## config.mk

```make
export PLATFORM = sky130hd
export DESIGN_NAME = icache_read_port
export DESIGN_NICKNAME = d
export VERILOG_FILES = /design/src/design/icache_pkg.sv /design/src/design/icache_read_port.sv
export SDC_FILE = /design/constraint.sdc
export NUM_CORES = 1
export LEC_CHECK = 0
export CELL_PAD_IN_SITES_DETAIL_PLACEMENT = 1
export CELL_PAD_IN_SITES_GLOBAL_PLACEMENT = 2
export CORE_AREA = 2 2 251 253
export CTS_CLUSTER_DIAMETER = 60
export DETAILED_ROUTE_END_ITERATION = 6
export DIE_AREA = 0 0 253 255
export DONT_BUFFER_PORTS = 1
export PLACE_DENSITY_LB_ADDON = 0.08
export SLEW_MARGIN = 30
export SYNTH_ARGS = -nofsm -noshare
export SYNTH_HDL_FRONTEND = slang
export SYNTH_SLANG_ARGS = --single-unit
```

## constraint.sdc

```tcl
create_clock -name clk -period 4.2 [get_ports clk]
set_input_delay 0.21 -clock clk [delete_from_list [all_inputs] [get_ports clk]]
set_output_delay 0.21 -clock clk [all_outputs]
set_load 0.05 [all_outputs]
```

## src/design/icache_pkg.sv

```systemverilog
// icache package
// geometry of the two-port instruction cache and the structs that travel
// between its blocks
package icache_pkg;

  localparam int ip_w      = 32;
  localparam int sets      = 16;
  localparam int ways      = 2;
  localparam int quarter_w = 64;
  localparam int pre_w     = 4;
  localparam int line_w    = 256;
  localparam int half_w    = 128;

  // fetch address fields, offset bits 2..0 ignored
  localparam int q_lo   = 3;
  localparam int q_w    = 2;
  localparam int set_lo = 5;
  localparam int set_w  = 4;
  localparam int tag_lo = 9;
  localparam int tag_w  = 23;

  typedef struct packed {
    logic            valid;
    logic [ip_w-1:0] ip;
  } fetch_req_t;

  typedef struct packed {
    logic                 hit;
    logic [quarter_w-1:0] data;
    logic [pre_w-1:0]     predecode;
  } fetch_rsp_t;

  typedef struct packed {
    logic [ip_w-1:0]    ip;
    logic [half_w-1:0]  data;
    logic [2*pre_w-1:0] predecode;
  } fill_half_t;

  typedef struct packed {
    logic               valid;
    logic [ip_w-1:0]    ip;
    logic [line_w-1:0]  data;
    logic [4*pre_w-1:0] predecode;
  } line_wr_t;

  // one stored way, quarter q at data[q*quarter_w] and predecode[q*pre_w]
  typedef struct packed {
    logic [line_w-1:0]  data;
    logic [4*pre_w-1:0] predecode;
  } line_t;

  typedef struct packed {
    logic            valid;
    logic [ip_w-1:0] line_ip;
  } evict_t;

endpackage

```

## src/design/icache_read_port.sv

```systemverilog
// icache read port
// picks the hit way and quarter from the array output and holds the
// fetch response under stall and exception
`timescale 1ns/100ps

module icache_read_port (
  input  logic                                   clk,
  input  logic                                   rst,
  input  icache_pkg::fetch_req_t                 req,
  input  logic                                   hit,
  input  logic                                   way,
  input  icache_pkg::line_t [icache_pkg::ways-1:0] lines,
  input  logic                                   fstall,
  input  logic                                   except,
  output icache_pkg::fetch_rsp_t                 rsp
);

  logic [icache_pkg::q_w-1:0]       q_q;
  logic                             v_q;
  icache_pkg::line_t                sel;
  logic [icache_pkg::quarter_w-1:0] sel_data;
  logic [icache_pkg::pre_w-1:0]     sel_pre;

  // quarter bits line up with the registered lookup
  always_ff @(posedge clk) begin
    if (req.valid) q_q <= req.ip[icache_pkg::q_lo +: icache_pkg::q_w];
  end

  assign sel      = lines[way];
  assign sel_data = sel.data[q_q*icache_pkg::quarter_w +: icache_pkg::quarter_w];
  assign sel_pre  = sel.predecode[q_q*icache_pkg::pre_w +: icache_pkg::pre_w];

  always_ff @(posedge clk) begin
    if (v_q && !fstall && !except) begin
      rsp.data      <= sel_data;
      rsp.predecode <= sel_pre;
    end
  end

  // output only reloads when a result arrives
  // except wins over both stall and a result arriving on the same edge
  always_ff @(posedge clk) begin
    if (rst) begin
      v_q     <= 1'b0;
      rsp.hit <= 1'b0;
    end else begin
      v_q <= req.valid;
      if (except) begin
        rsp.hit <= 1'b0;
      end else if (v_q && !fstall) begin
        rsp.hit <= hit;
      end
    end
  end

endmodule

```

==> results.md <==
* I/O pin count at 652
* Largest net degree at the start of global routing at 137
* Endpoints failing hold at 0
* Max Freq at 0.461 GHz
* Clock latency on the worst-skew pair at 370 ps
* CP delay by family, top: multiplexers
* Final cell count without fillers at 1,114
* Min Tclk post-route at 2170 ps
* Max Cap Viol at 0
* Sequential share of the synthesized area at 34.5%
* Post CTS Setup Buffer Count at 0
* Core region area at 62,200 sq um
* Met3 Use GR at 3.08%
* DRT Pass-1 Iters at 4
* Met2 usage at 14.4%
* CTS tree: yes
* Distinct cells, synth at 12
* CTS Root Cell: clkbuf_16
* Adder-cell share of the synthesized area at 0%
* PwrDens at 298 nW/um^2
* Placed insts at 1,085
* CP arrival at 2290 ps
* Run status: complete, no violations
* # nets final at 886
* Worst path required time at 4310 ps
* # setup viols final at 0
* Worst slew pin tran at 962 ps
* Routed vias at 3,748
* Syn Inst Count at 319
* Buf/Inv on CP at 1
* Inserted Clock Buffers at 9
* IO buf count at 0
* Antenna violations before repair at 11
* CP endpoint kind: flop
* H-tree Lvls at 3
* Max FO, Critical Path at 70
* Die Y at 255 um
* Area Growth Syn to Fin at 19.5%
* Yosys warnings at 0
* Leak at 0.00200 uW
* Setup tns final at 0 ps
* Rows at 92
* GR Util met1 at 8.10%
* Antenna-violating nets left at 0
* Largest family of logic cells by synthesized area: multiplexers
* Vias in the first global route at 4,498
* Max Transition Viols Final at 0
* Peak VDD IR at 0.141 mV
* Die width at 253 um
* Initial DRC Count at 161
* RSZ-0062 raised after global routing: false
* Worst-path clk slew at 70 ps
* Critical path class: flop to flop
* Synth Area in Compound Gates at 0%
* Remaining DRCs at 0
* Post-Place Setup Slack at 2050 ps
* Hold crit path type: primary input to flop
* Slack of the critical path at 2030 ps
* Final period utilization at 51.7%
* Slew margin rel. at 35.9%
* Layout cells sized above 1 at 73.1%
* Register bit total from synthesis at 72
* CP max-delay cell: buf_4
* WL final at 27,800 um
* CTS max path bufs at 2
* Vias per Instance at 3.36
* Global route hottest layer: met2
* Mux share of post-synthesis cell area at 61.7%
* Overflow after GRT at 0
* CTS resizes at 0
* Placer Congestion at 0.739
* Initial Utilization at 10.0%
* First-pass GRT wire length at 35,100 um
* Gr usage total at 7.96%
* Clk sink count at 72
* Total nets after synthesis at 902
* CP peak stage delay at 660 ps
* Critical path, cell by cell: buf_4 > mux4_2 > mux2_2
* XOR/XNOR Fraction of Synth Area at 0%
* Syn Area/Cell at 19.5 sq um
* Simple-gate share of the synthesized area at 0.382%
* DP Wirelength at 23,100 um
* Skew final at 7.96 ps
* Critical Path Start Type: flop
* Cell area after synthesis at 6220 sq um
* Routed WL per cell at 24.9 um
* Die ar. at 64,500 sq um
## logic make-up (layout without fill, tap and decap cells)
logic type,Yosys count,count (layout)
buffers and inverters,38,27
AND/OR/NAND/NOR,4,4
multiplexers,205,205
other,0,7
flip-flops,72,72
## path summary, 6_finish.rpt
kind	cells past startpoint	end	startpoint	slack [ps]
setup / recovery	3	rsp[57]	q_q[1]	2030
hold / removal	2	rsp[68]	hit	50
setup reg to reg	3	rsp[57]	q_q[1]	2030
hold reg to reg	3	rsp[68]	v_q	690
## report_power, final
group,internal (uW),total [uW],switching [uW]
Sequential,833,898,65.8
Clock,476,827,351
Combinational,323,487,164
Total,1630,2210,581
## synthesized netlist by cell type
| cell | number | area (sq um) |
|---|---|---|
| mux2i_1 | 1 | 10.0 |
| nor2b_1 | 3 | 18.8 |
| mux4_2 | 136 | 3060 |
| buf_6 | 5 | 56.3 |
| nor3_1 | 1 | 5.00 |
| buf_2 | 17 | 85.1 |
| dfxtp_1 | 2 | 40.0 |
| edfxtp_1 | 70 | 2100 |
| buf_1 | 3 | 11.3 |
| clkbuf_1 | 12 | 45.0 |
| buf_8 | 1 | 15.0 |
| mux2_2 | 68 | 766 |
## layer usage
| layer | up-vias | wire length (um) |
|---|---|---|
| met5 | - | 19 |
| met4 | 2 | 515 |
| met3 | 28 | 2680 |
| met2 | 330 | 15200 |
| met1 | 1936 | 9400 |
| li1 | 1452 | - |
## sequential cells by signal, indices dropped and copies added, names as in the netlist
| signal | flops |
|---|---|
| rsp | 69 |
| q_q | 2 |
| v_q | 1 |
## cell type report
class	count	area (sq um)
multi-input cells	209	3870
clock inverters	5	56.3
flip-flops and latches	72	2140
clock buffers	11	243
fillers	7000	54700
diodes	7	17.5
well taps	799	1000
repair buffers	11	101
## layout by cell type (no fill, tap or decap)
master and instances:
buf_4 4, mux2i_1 1, clkinvlp_4 1, nor2b_4 1, nor2b_1 2, bufinv_16 1
dlygate4sd3_1 6, edfxtp_1 70, clkbuf_8 1, clkinv_2 2, clkbuf_16 9, clkbuf_1 1
mux2_2 68, dfxtp_1 2, diode_2 7, nor3_1 1, mux4_2 136, clkinv_4 1
buf_6 1
## per-stage QoR
stage / total power (uW) / hold slack (ps) / cell area [sq um] / util, %
after floorplan: 1350 / 282 / 6220 / -
after global placement: 1410 / 285 / 7050 / 11.3
after detailed placement: 1410 / 285 / 7050 / 11.3
after CTS: 2300 / 0.607 / 7410 / 11.9
after global routing: 2340 / 70.7 / 7420 / 11.9
final: 2210 / 53.2 / 7430 / 12.0
## what timing repair did
| item | 4_1_cts | 5_1_grt |
|---|---|---|
| hold endpoints to repair | 6 | 0 |
| hold buffers | 6 | 0 |
| setup endpoints to repair | 0 | 0 |
Note: power is estimated with default switching activity, not from simulation.
