File: src/design/icache_pkg.sv
// icache package
// geometry of the two-port instruction cache and the structs that travel
// between its blocks
package icache_pkg;

  localparam int ip_w      = 32;
  localparam int sets      = 16;
  localparam int ways      = 2;
  localparam int quarter_w = 64;
  localparam int pre_w     = 4;
  localparam int line_w    = 256;
  localparam int half_w    = 128;

  // fetch address fields, offset bits 2..0 ignored
  localparam int q_lo   = 3;
  localparam int q_w    = 2;
  localparam int set_lo = 5;
  localparam int set_w  = 4;
  localparam int tag_lo = 9;
  localparam int tag_w  = 23;

  typedef struct packed {
    logic            valid;
    logic [ip_w-1:0] ip;
  } fetch_req_t;

  typedef struct packed {
    logic                 hit;
    logic [quarter_w-1:0] data;
    logic [pre_w-1:0]     predecode;
  } fetch_rsp_t;

  typedef struct packed {
    logic [ip_w-1:0]    ip;
    logic [half_w-1:0]  data;
    logic [2*pre_w-1:0] predecode;
  } fill_half_t;

  typedef struct packed {
    logic               valid;
    logic [ip_w-1:0]    ip;
    logic [line_w-1:0]  data;
    logic [4*pre_w-1:0] predecode;
  } line_wr_t;

  // one stored way, quarter q at data[q*quarter_w] and predecode[q*pre_w]
  typedef struct packed {
    logic [line_w-1:0]  data;
    logic [4*pre_w-1:0] predecode;
  } line_t;

  typedef struct packed {
    logic            valid;
    logic [ip_w-1:0] line_ip;
  } evict_t;

endpackage

File: src/design/icache_fill_stage.sv
// icache fill stage
// joins the two refill halves and issues a one-cycle line commit
`timescale 1ns/100ps

module icache_fill_stage (
  input  logic                   clk,
  input  logic                   rst,
  input  logic                   fill_first,
  input  icache_pkg::fill_half_t fill,
  output icache_pkg::line_wr_t   line_wr
);

  logic                             second_q;
  logic [icache_pkg::ip_w-1:0]      ip_q;
  logic [icache_pkg::half_w-1:0]    lo_q;
  logic [2*icache_pkg::pre_w-1:0]   pre_lo_q;

  // low half and address of the line
  always_ff @(posedge clk) begin
    if (fill_first) begin
      ip_q     <= fill.ip;
      lo_q     <= fill.data;
      pre_lo_q <= fill.predecode;
    end
    line_wr.ip        <= ip_q;
    line_wr.data      <= {fill.data, lo_q};
    line_wr.predecode <= {fill.predecode, pre_lo_q};
  end

  always_ff @(posedge clk) begin
    if (rst) begin
      second_q      <= 1'b0;
      line_wr.valid <= 1'b0;
    end else begin
      second_q      <= fill_first;
      // high half is on the bus this beat
      line_wr.valid <= second_q;
    end
  end

endmodule

File: config.mk
export PLATFORM = sky130hd
export DESIGN_NAME = icache_fill_stage
export DESIGN_NICKNAME = d
export VERILOG_FILES = /design/src/design/icache_pkg.sv /design/src/design/icache_fill_stage.sv
export SDC_FILE = /design/constraint.sdc
export NUM_CORES = 1
export LEC_CHECK = 0
export ABC_CLOCK_PERIOD_IN_PS = 800
export BUFFER_PORTS_ARGS = -buffer_cell sky130_fd_sc_hd__buf_4
export CAP_MARGIN = 20
export CORE_AREA = 5 5 182 184
export CTS_CLUSTER_SIZE = 12
export DETAILED_ROUTE_END_ITERATION = 8
export DIE_AREA = 0 0 187 189
export PLACE_DENSITY = 0.73
export SLEW_MARGIN = 0
export SYNTH_ARGS = -nofsm -noshare
export SYNTH_HDL_FRONTEND = slang
export SYNTH_SLANG_ARGS = --single-unit
File: constraint.sdc
create_clock -name clk -period 0.8 [get_ports clk]
set_clock_uncertainty 0.05 [all_clocks]
set_input_delay 0.16 -clock clk [delete_from_list [all_inputs] [get_ports clk]]
set_output_delay 0.16 -clock clk [all_outputs]
set_load 0.01 [all_outputs]
==> results of run 1 <==
## power groups by stage
stage / logic [W] / clock network (W) / registers [W]
after global placement: 0.00330 / 0 / 0.0277
final: 0.00473 / 0.0204 / 0.0277
after global routing: 0.00494 / 0.0220 / 0.0279
after floorplan: 0.00000302 / 0 / 0.0282
after CTS: 0.00465 / 0.0205 / 0.0276
after detailed placement: 0.00334 / 0 / 0.0278
## stage by stage
stage | cells | setup TNS (ps) | worst slack, ps
6_report | 1621 | -110470 | -430
5_1_grt | 1621 | -123860 | -478
3_3_place_gp | 1366 | -31750 | -218
2_1_floorplan | 476 | 0 | 259
3_5_place_dp | 1366 | -34160 | -229
4_1_cts | 1622 | -118660 | -461
## cell usage in the layout (no fill, tap or decap), drive strengths merged
master       instances
buf                488
clkbuf              84
dfxtp              306
dlygate4sd3        169
edfxtp             168
inv                  2
nor2b                2
## repair_timing
action / in CTS / in global routing
resized for setup: 514 / 96
endpoints found under the hold margin: 308 / 2
endpoints found under the setup margin: 305 / 307
## cells in the mapped netlist
cell      count
dfxtp_1     306
edfxtp_1    168
nor2b_1       2
## registers in the layout (all words and copies together), names as in the netlist
signal and cells:
lo_q 128, line_wr 305, pre_lo_q 8, ip_q 32
second_q 1
## kinds of logic (layout without fill, tap and decap cells)
family	after synthesis	after routing	share of synthesized area, %
flip-flops	474	474	99.9
buffers and inverters	0	743	0
AND/OR/NAND/NOR	2	2	0.112
## per-layer routing
| metal | share of wire, % | up-vias | routed length (um) | GRT usage, % |
|---|---|---|---|---|
| met5 | 0 | - | 0 | 0 |
| met4 | 3.0 | 0 | 1000 | 6.40 |
| met3 | 9.3 | 63 | 3130 | 7.19 |
| met2 | 53 | 354 | 17900 | 33.5 |
| met1 | 35 | 3189 | 11700 | 19.0 |
| li1 | - | 3059 | - | - |
## worst paths after layout
| check | from | end | slack [ps] | cells past startpoint |
|---|---|---|---|---|
| max | line_wr[110]$_DFF_P_ | line_wr[110] | -430 | 1 |
| min | fill_first | ip_q[4]$_DFFE_PP_ | -50 | 1 |
| max reg2reg | lo_q[70]$_DFFE_PP_ | line_wr[86]$_DFF_P_ | 170 | 0 |
| min reg2reg | lo_q[12]$_DFFE_PP_ | line_wr[28]$_DFF_P_ | 280 | 0 |
## final cells by class
| class | count | area [um^2] |
|---|---|---|
| Clock inverter | 2 | 20.0 |
| Timing Repair Buffer | 657 | 6530 |
| Sequential cell | 474 | 11600 |
| Multi-Input combinational cell | 2 | 12.5 |
| Clock buffer | 84 | 1400 |
| Tap cell | 402 | 503 |
| Fill cell | 1922 | 11200 |
==> impl_metrics.json, run 1 <==
{
  "drtIter0Drc": 194,
  "vias_per_cell": 4.11,
  "n_antenna_cell": 0,
  "pwr-share-clk_pct": 38.6,
  "die_x_um": 187,
  "syn_nets": 647,
  "path_max_fanout": 1,
  "hold_viol": 2,
  "period_needed_ps": 1230,
  "drive_gt1_share_pct": 69.3,
  "yosysSeqAreaShare_pct": 99.9,
  "cts_tree": "yes",
  "grt_start_max_net_pins": 34,
  "slew_viol_final": 0,
  "setup_ws_ps": -430,
  "area_delta_synth_final_pct": 79.0,
  "grt_pass1_vias": 7655,
  "path_buf_inv": 1,
  "power_per_cell_area_nw_per_um2": 2640,
  "synth_warnings": 0,
  "path_cells": "buf_6",
  "drt.antenna.violating_nets": 0,
  "crit_slowest_cell": "dfxtp_4",
  "ir_worst_vdd_uv": 2440,
  "grt.overflow.total": 0,
  "place_area_um2": 15400,
  "cp_top_family": "flip-flops",
  "worstPathRequired_ps": 590,
  "die_h_um": 189,
  "routed_wl_um": 33700,
  "ys_types": 3,
  "clk_pin_slew_worst_paths_ps": 60,
  "cts_setup_buffers": 0,
  "firstDrtPassIters": 4,
  "power_frac_comb_pct": 9.0,
  "pwr-share-seq_pct": 52.5,
  "hpwl_um": 19700,
  "netlist_area_um2": 11200,
  "grt_pass1_wl_um": 48800,
  "layout.nets": 1353,
  "hold_path.class": "in -> reg",
  "fin_area_um2": 20000,
  "antenna_found_initial": 0,
  "io_pins": 476,
  "cap_violations": 0,
  "relSlewSlack_pct": 83.0,
  "leakage_nw": 8.35,
  "clockBufferDepth": 3,
  "timing.final.crit_share_pct": 154,
  "synth_area_leaders": "dfxtp_1 55%, edfxtp_1 45%, nor2b_1 0.11%",
  "initial_core_util_pct": 35.8,
  "cts.sinks": 474,
  "syn_avg_cell_area_um2": 23.5,
  "synth-seq-cells": 474,
  "grt_usage_pct": 18.2,
  "critPathMaxStageDelay_ps": 380,
  "num_vias": 6665,
  "fp.dieArea_um2": 35300,
  "tightestPinTransition_ps": 255,
  "maxClockFrequency_mhz": 813,
  "arrival_ps": 1020,
  "rsz0062_at_grt": "true",
  "syn_inst": 476,
  "worstSetupPathType": "reg -> out",
  "status": "complete, but fails checks",
  "hold-worst-slack_ps": -47.9,
  "rows": 65,
  "setup_viol": 305,
  "swShare_pct": 21.0,
  "place_congestion": 0.779,
  "failed_checks": "hold timing, setup timing",
  "core_um2": 31200,
  "portBuffers": 475,
  "synth_top_cell_by_area": "dfxtp_1",
  "h-tree-depth": 2,
  "cts_hold_buf": 170,
  "synth_top_cell_area_share_pct": 54.8,
  "insertion_delay_ps": 530,
  "root_buffer": "clkbuf_16",
  "switching_power_w": 0.0111,
  "p_int_w": 0.0417,
  "drc": 0,
  "routedWlPerCell_um": 20.8,
  "fin_util_pct": 64.1,
  "worst_setup_path_end_kind": "output pin",
  "numCtsBuffers": 47,
  "p_total_w": 0.0528,
  "crit_path_start_kind": "register"
}
Note: power is estimated with default switching activity, not from simulation.
==> run 2: changes to the inputs <==
==> constraint.sdc (replaced) <==
create_clock -name clk -period 0.8 [get_ports clk]
set_clock_uncertainty 0.05 [all_clocks]
set_input_delay 0.08 -clock clk [delete_from_list [all_inputs] [get_ports clk]]
set_output_delay 0.08 -clock clk [all_outputs]
set_load 0.01 [all_outputs]
==> impl_metrics.json, run 2 (synthesis results as in run 1) <==
{
  "rsz0062_at_grt": "true",
  "drc": 0,
  "relSlewSlack_pct": 80.9,
  "place_ws_ps": -191,
  "portBuffers": 475,
  "firstDrtPassIters": 4,
  "setup_ws_ps": -352,
  "crit_slowest_cell": "dfxtp_4",
  "timing.final.crit_share_pct": 144,
  "maxClockFrequency_mhz": 868,
  "hold_viol": 3,
  "num_vias": 6708,
  "p_int_w": 0.0418,
  "grt_usage_pct": 18.6,
  "worstSetupPathType": "reg -> out",
  "met3WireLength_um": 3020,
  "grt_start_max_net_pins": 30,
  "drive_gt1_share_pct": 69.2,
  "power_frac_comb_pct": 8.9,
  "die_h_um": 189,
  "critPathMaxStageDelay_ps": 380,
  "crit_path_start_kind": "register",
  "routedWlPerCell_um": 20.9,
  "arrival_ps": 1020,
  "regArea_um2": 11600,
  "layout.nets": 1356,
  "cp_top_family": "flip-flops",
  "largest_registers": "line_wr (305), lo_q (128), ip_q (32)",
  "power_per_cell_area_nw_per_um2": 2650,
  "path_buf_inv": 1,
  "nFillCells": 1912,
  "grt.overflow.total": 0,
  "drt.antenna.violating_nets": 0,
  "failed_checks": "hold timing, setup timing",
  "insertion_delay_ps": 530,
  "setup_viol": 305,
  "grt_pass1_vias": 7710,
  "layout.cells.most_common": "buf_6",
  "root_buffer": "clkbuf_16",
  "worst_setup_path_end_kind": "output pin",
  "h-tree-depth": 2,
  "core_um2": 31200,
  "vias_per_cell": 4.13,
  "route.met2.wl_um": 18400,
  "hold_path.class": "in -> reg",
  "cts_tree": "yes",
  "rows": 65,
  "slew_viol_final": 0,
  "routed_wl_um": 34000,
  "period_needed_ps": 1150,
  "final_cell_mix": "306 x buf_6, 292 x dfxtp_2, 183 x buf_4",
  "place_congestion": 0.778,
  "cts_setup_buffers": 0,
  "cts.sinks": 474,
  "status": "complete, but fails checks",
  "path_cells": "buf_6",
  "path_max_fanout": 1,
  "cap_violations": 0,
  "swShare_pct": 21.1,
  "antenna_found_initial": 1,
  "hold-worst-slack_ps": -130,
  "area_delta_synth_final_pct": 79.3,
  "pwr-share-clk_pct": 38.8,
  "numCtsBuffers": 47,
  "top_layer": "met4",
  "grt_pass1_wl_um": 49900,
  "io_pins": 476,
  "worstPathRequired_ps": 670,
  "switching_power_w": 0.0112,
  "drtIter0Drc": 190,
  "largest_reg_flops": 305,
  "top_register": "line_wr",
  "clockBufferDepth": 3,
  "tightestPinTransition_ps": 287,
  "clk_pin_slew_worst_paths_ps": 60,
  "pwr-share-seq_pct": 52.3,
  "hpwl_um": 20000,
  "wl_met1_um": 11700,
  "p_total_w": 0.0531,
  "multi_input_comb_area_um2": 12.5,
  "cts_hold_buf": 170,
  "die_x_um": 187,
  "ir_worst_vdd_uv": 1880,
  "fp.dieArea_um2": 35300,
  "initial_core_util_pct": 35.8,
  "leakage_nw": 8.38
}
[run 2: path summary, 6_finish.rpt]
kind	cells past startpoint	start	slack (ps)	to
hold reg to reg	0	lo_q[104]$_DFFE_PP_	280	line_wr[120]$_DFF_P_
hold / removal	1	fill_first	-130	ip_q[4]$_DFFE_PP_
setup reg to reg	0	lo_q[112]$_DFFE_PP_	210	line_wr[128]$_DFF_P_
setup / recovery	1	line_wr[110]$_DFF_P_	-350	line_wr[110]
[run 2: per-stage QoR]
step,area (um^2),setup TNS [ps],instances,util [%]
after CTS,19900,-96740,1625,63.9
after global routing,20100,-98730,1625,64.2
after floorplan,11200,0,476,-
final,20100,-87390,1625,64.2
after detailed placement,15400,-23430,1369,49.3
after global placement,15400,-21750,1369,49.3
[run 2: area by class of cell]
type	instances	share of cell area [%]
clock inverter	4	0.106
sequential	474	57.6
clock buffer	82	7.04
tap	402	2.51
timing repair buffer	660	32.7
antenna	1	0.0125
multi-input combinational	2	0.0624
[run 2: routing by layer]
metal  vias to the layer above  global-route usage [%]
li1                       3075                       -
met1                      3227                    19.4
met5                         -                       0
met4                         0                    5.09
met2                       349                    35.2
met3                        57                    6.90
[run 2: timing repair]
| item | CTS | global route |
|---|---|---|
| cloned | 0 | 0 |
| setup endpoints to repair | 305 | 308 |
| resized for setup | 515 | 92 |
| hold endpoints to repair | 309 | 3 |
[run 2: power by group through the flow]
stage               clock [W]  sequential (W)  combinational [W]
floorplan                   0          0.0282         0.00000302
finish                 0.0206          0.0277            0.00473
global route           0.0221          0.0279            0.00495
global placement            0          0.0277            0.00331
detailed placement          0          0.0278            0.00335
CTS                    0.0208          0.0276            0.00467
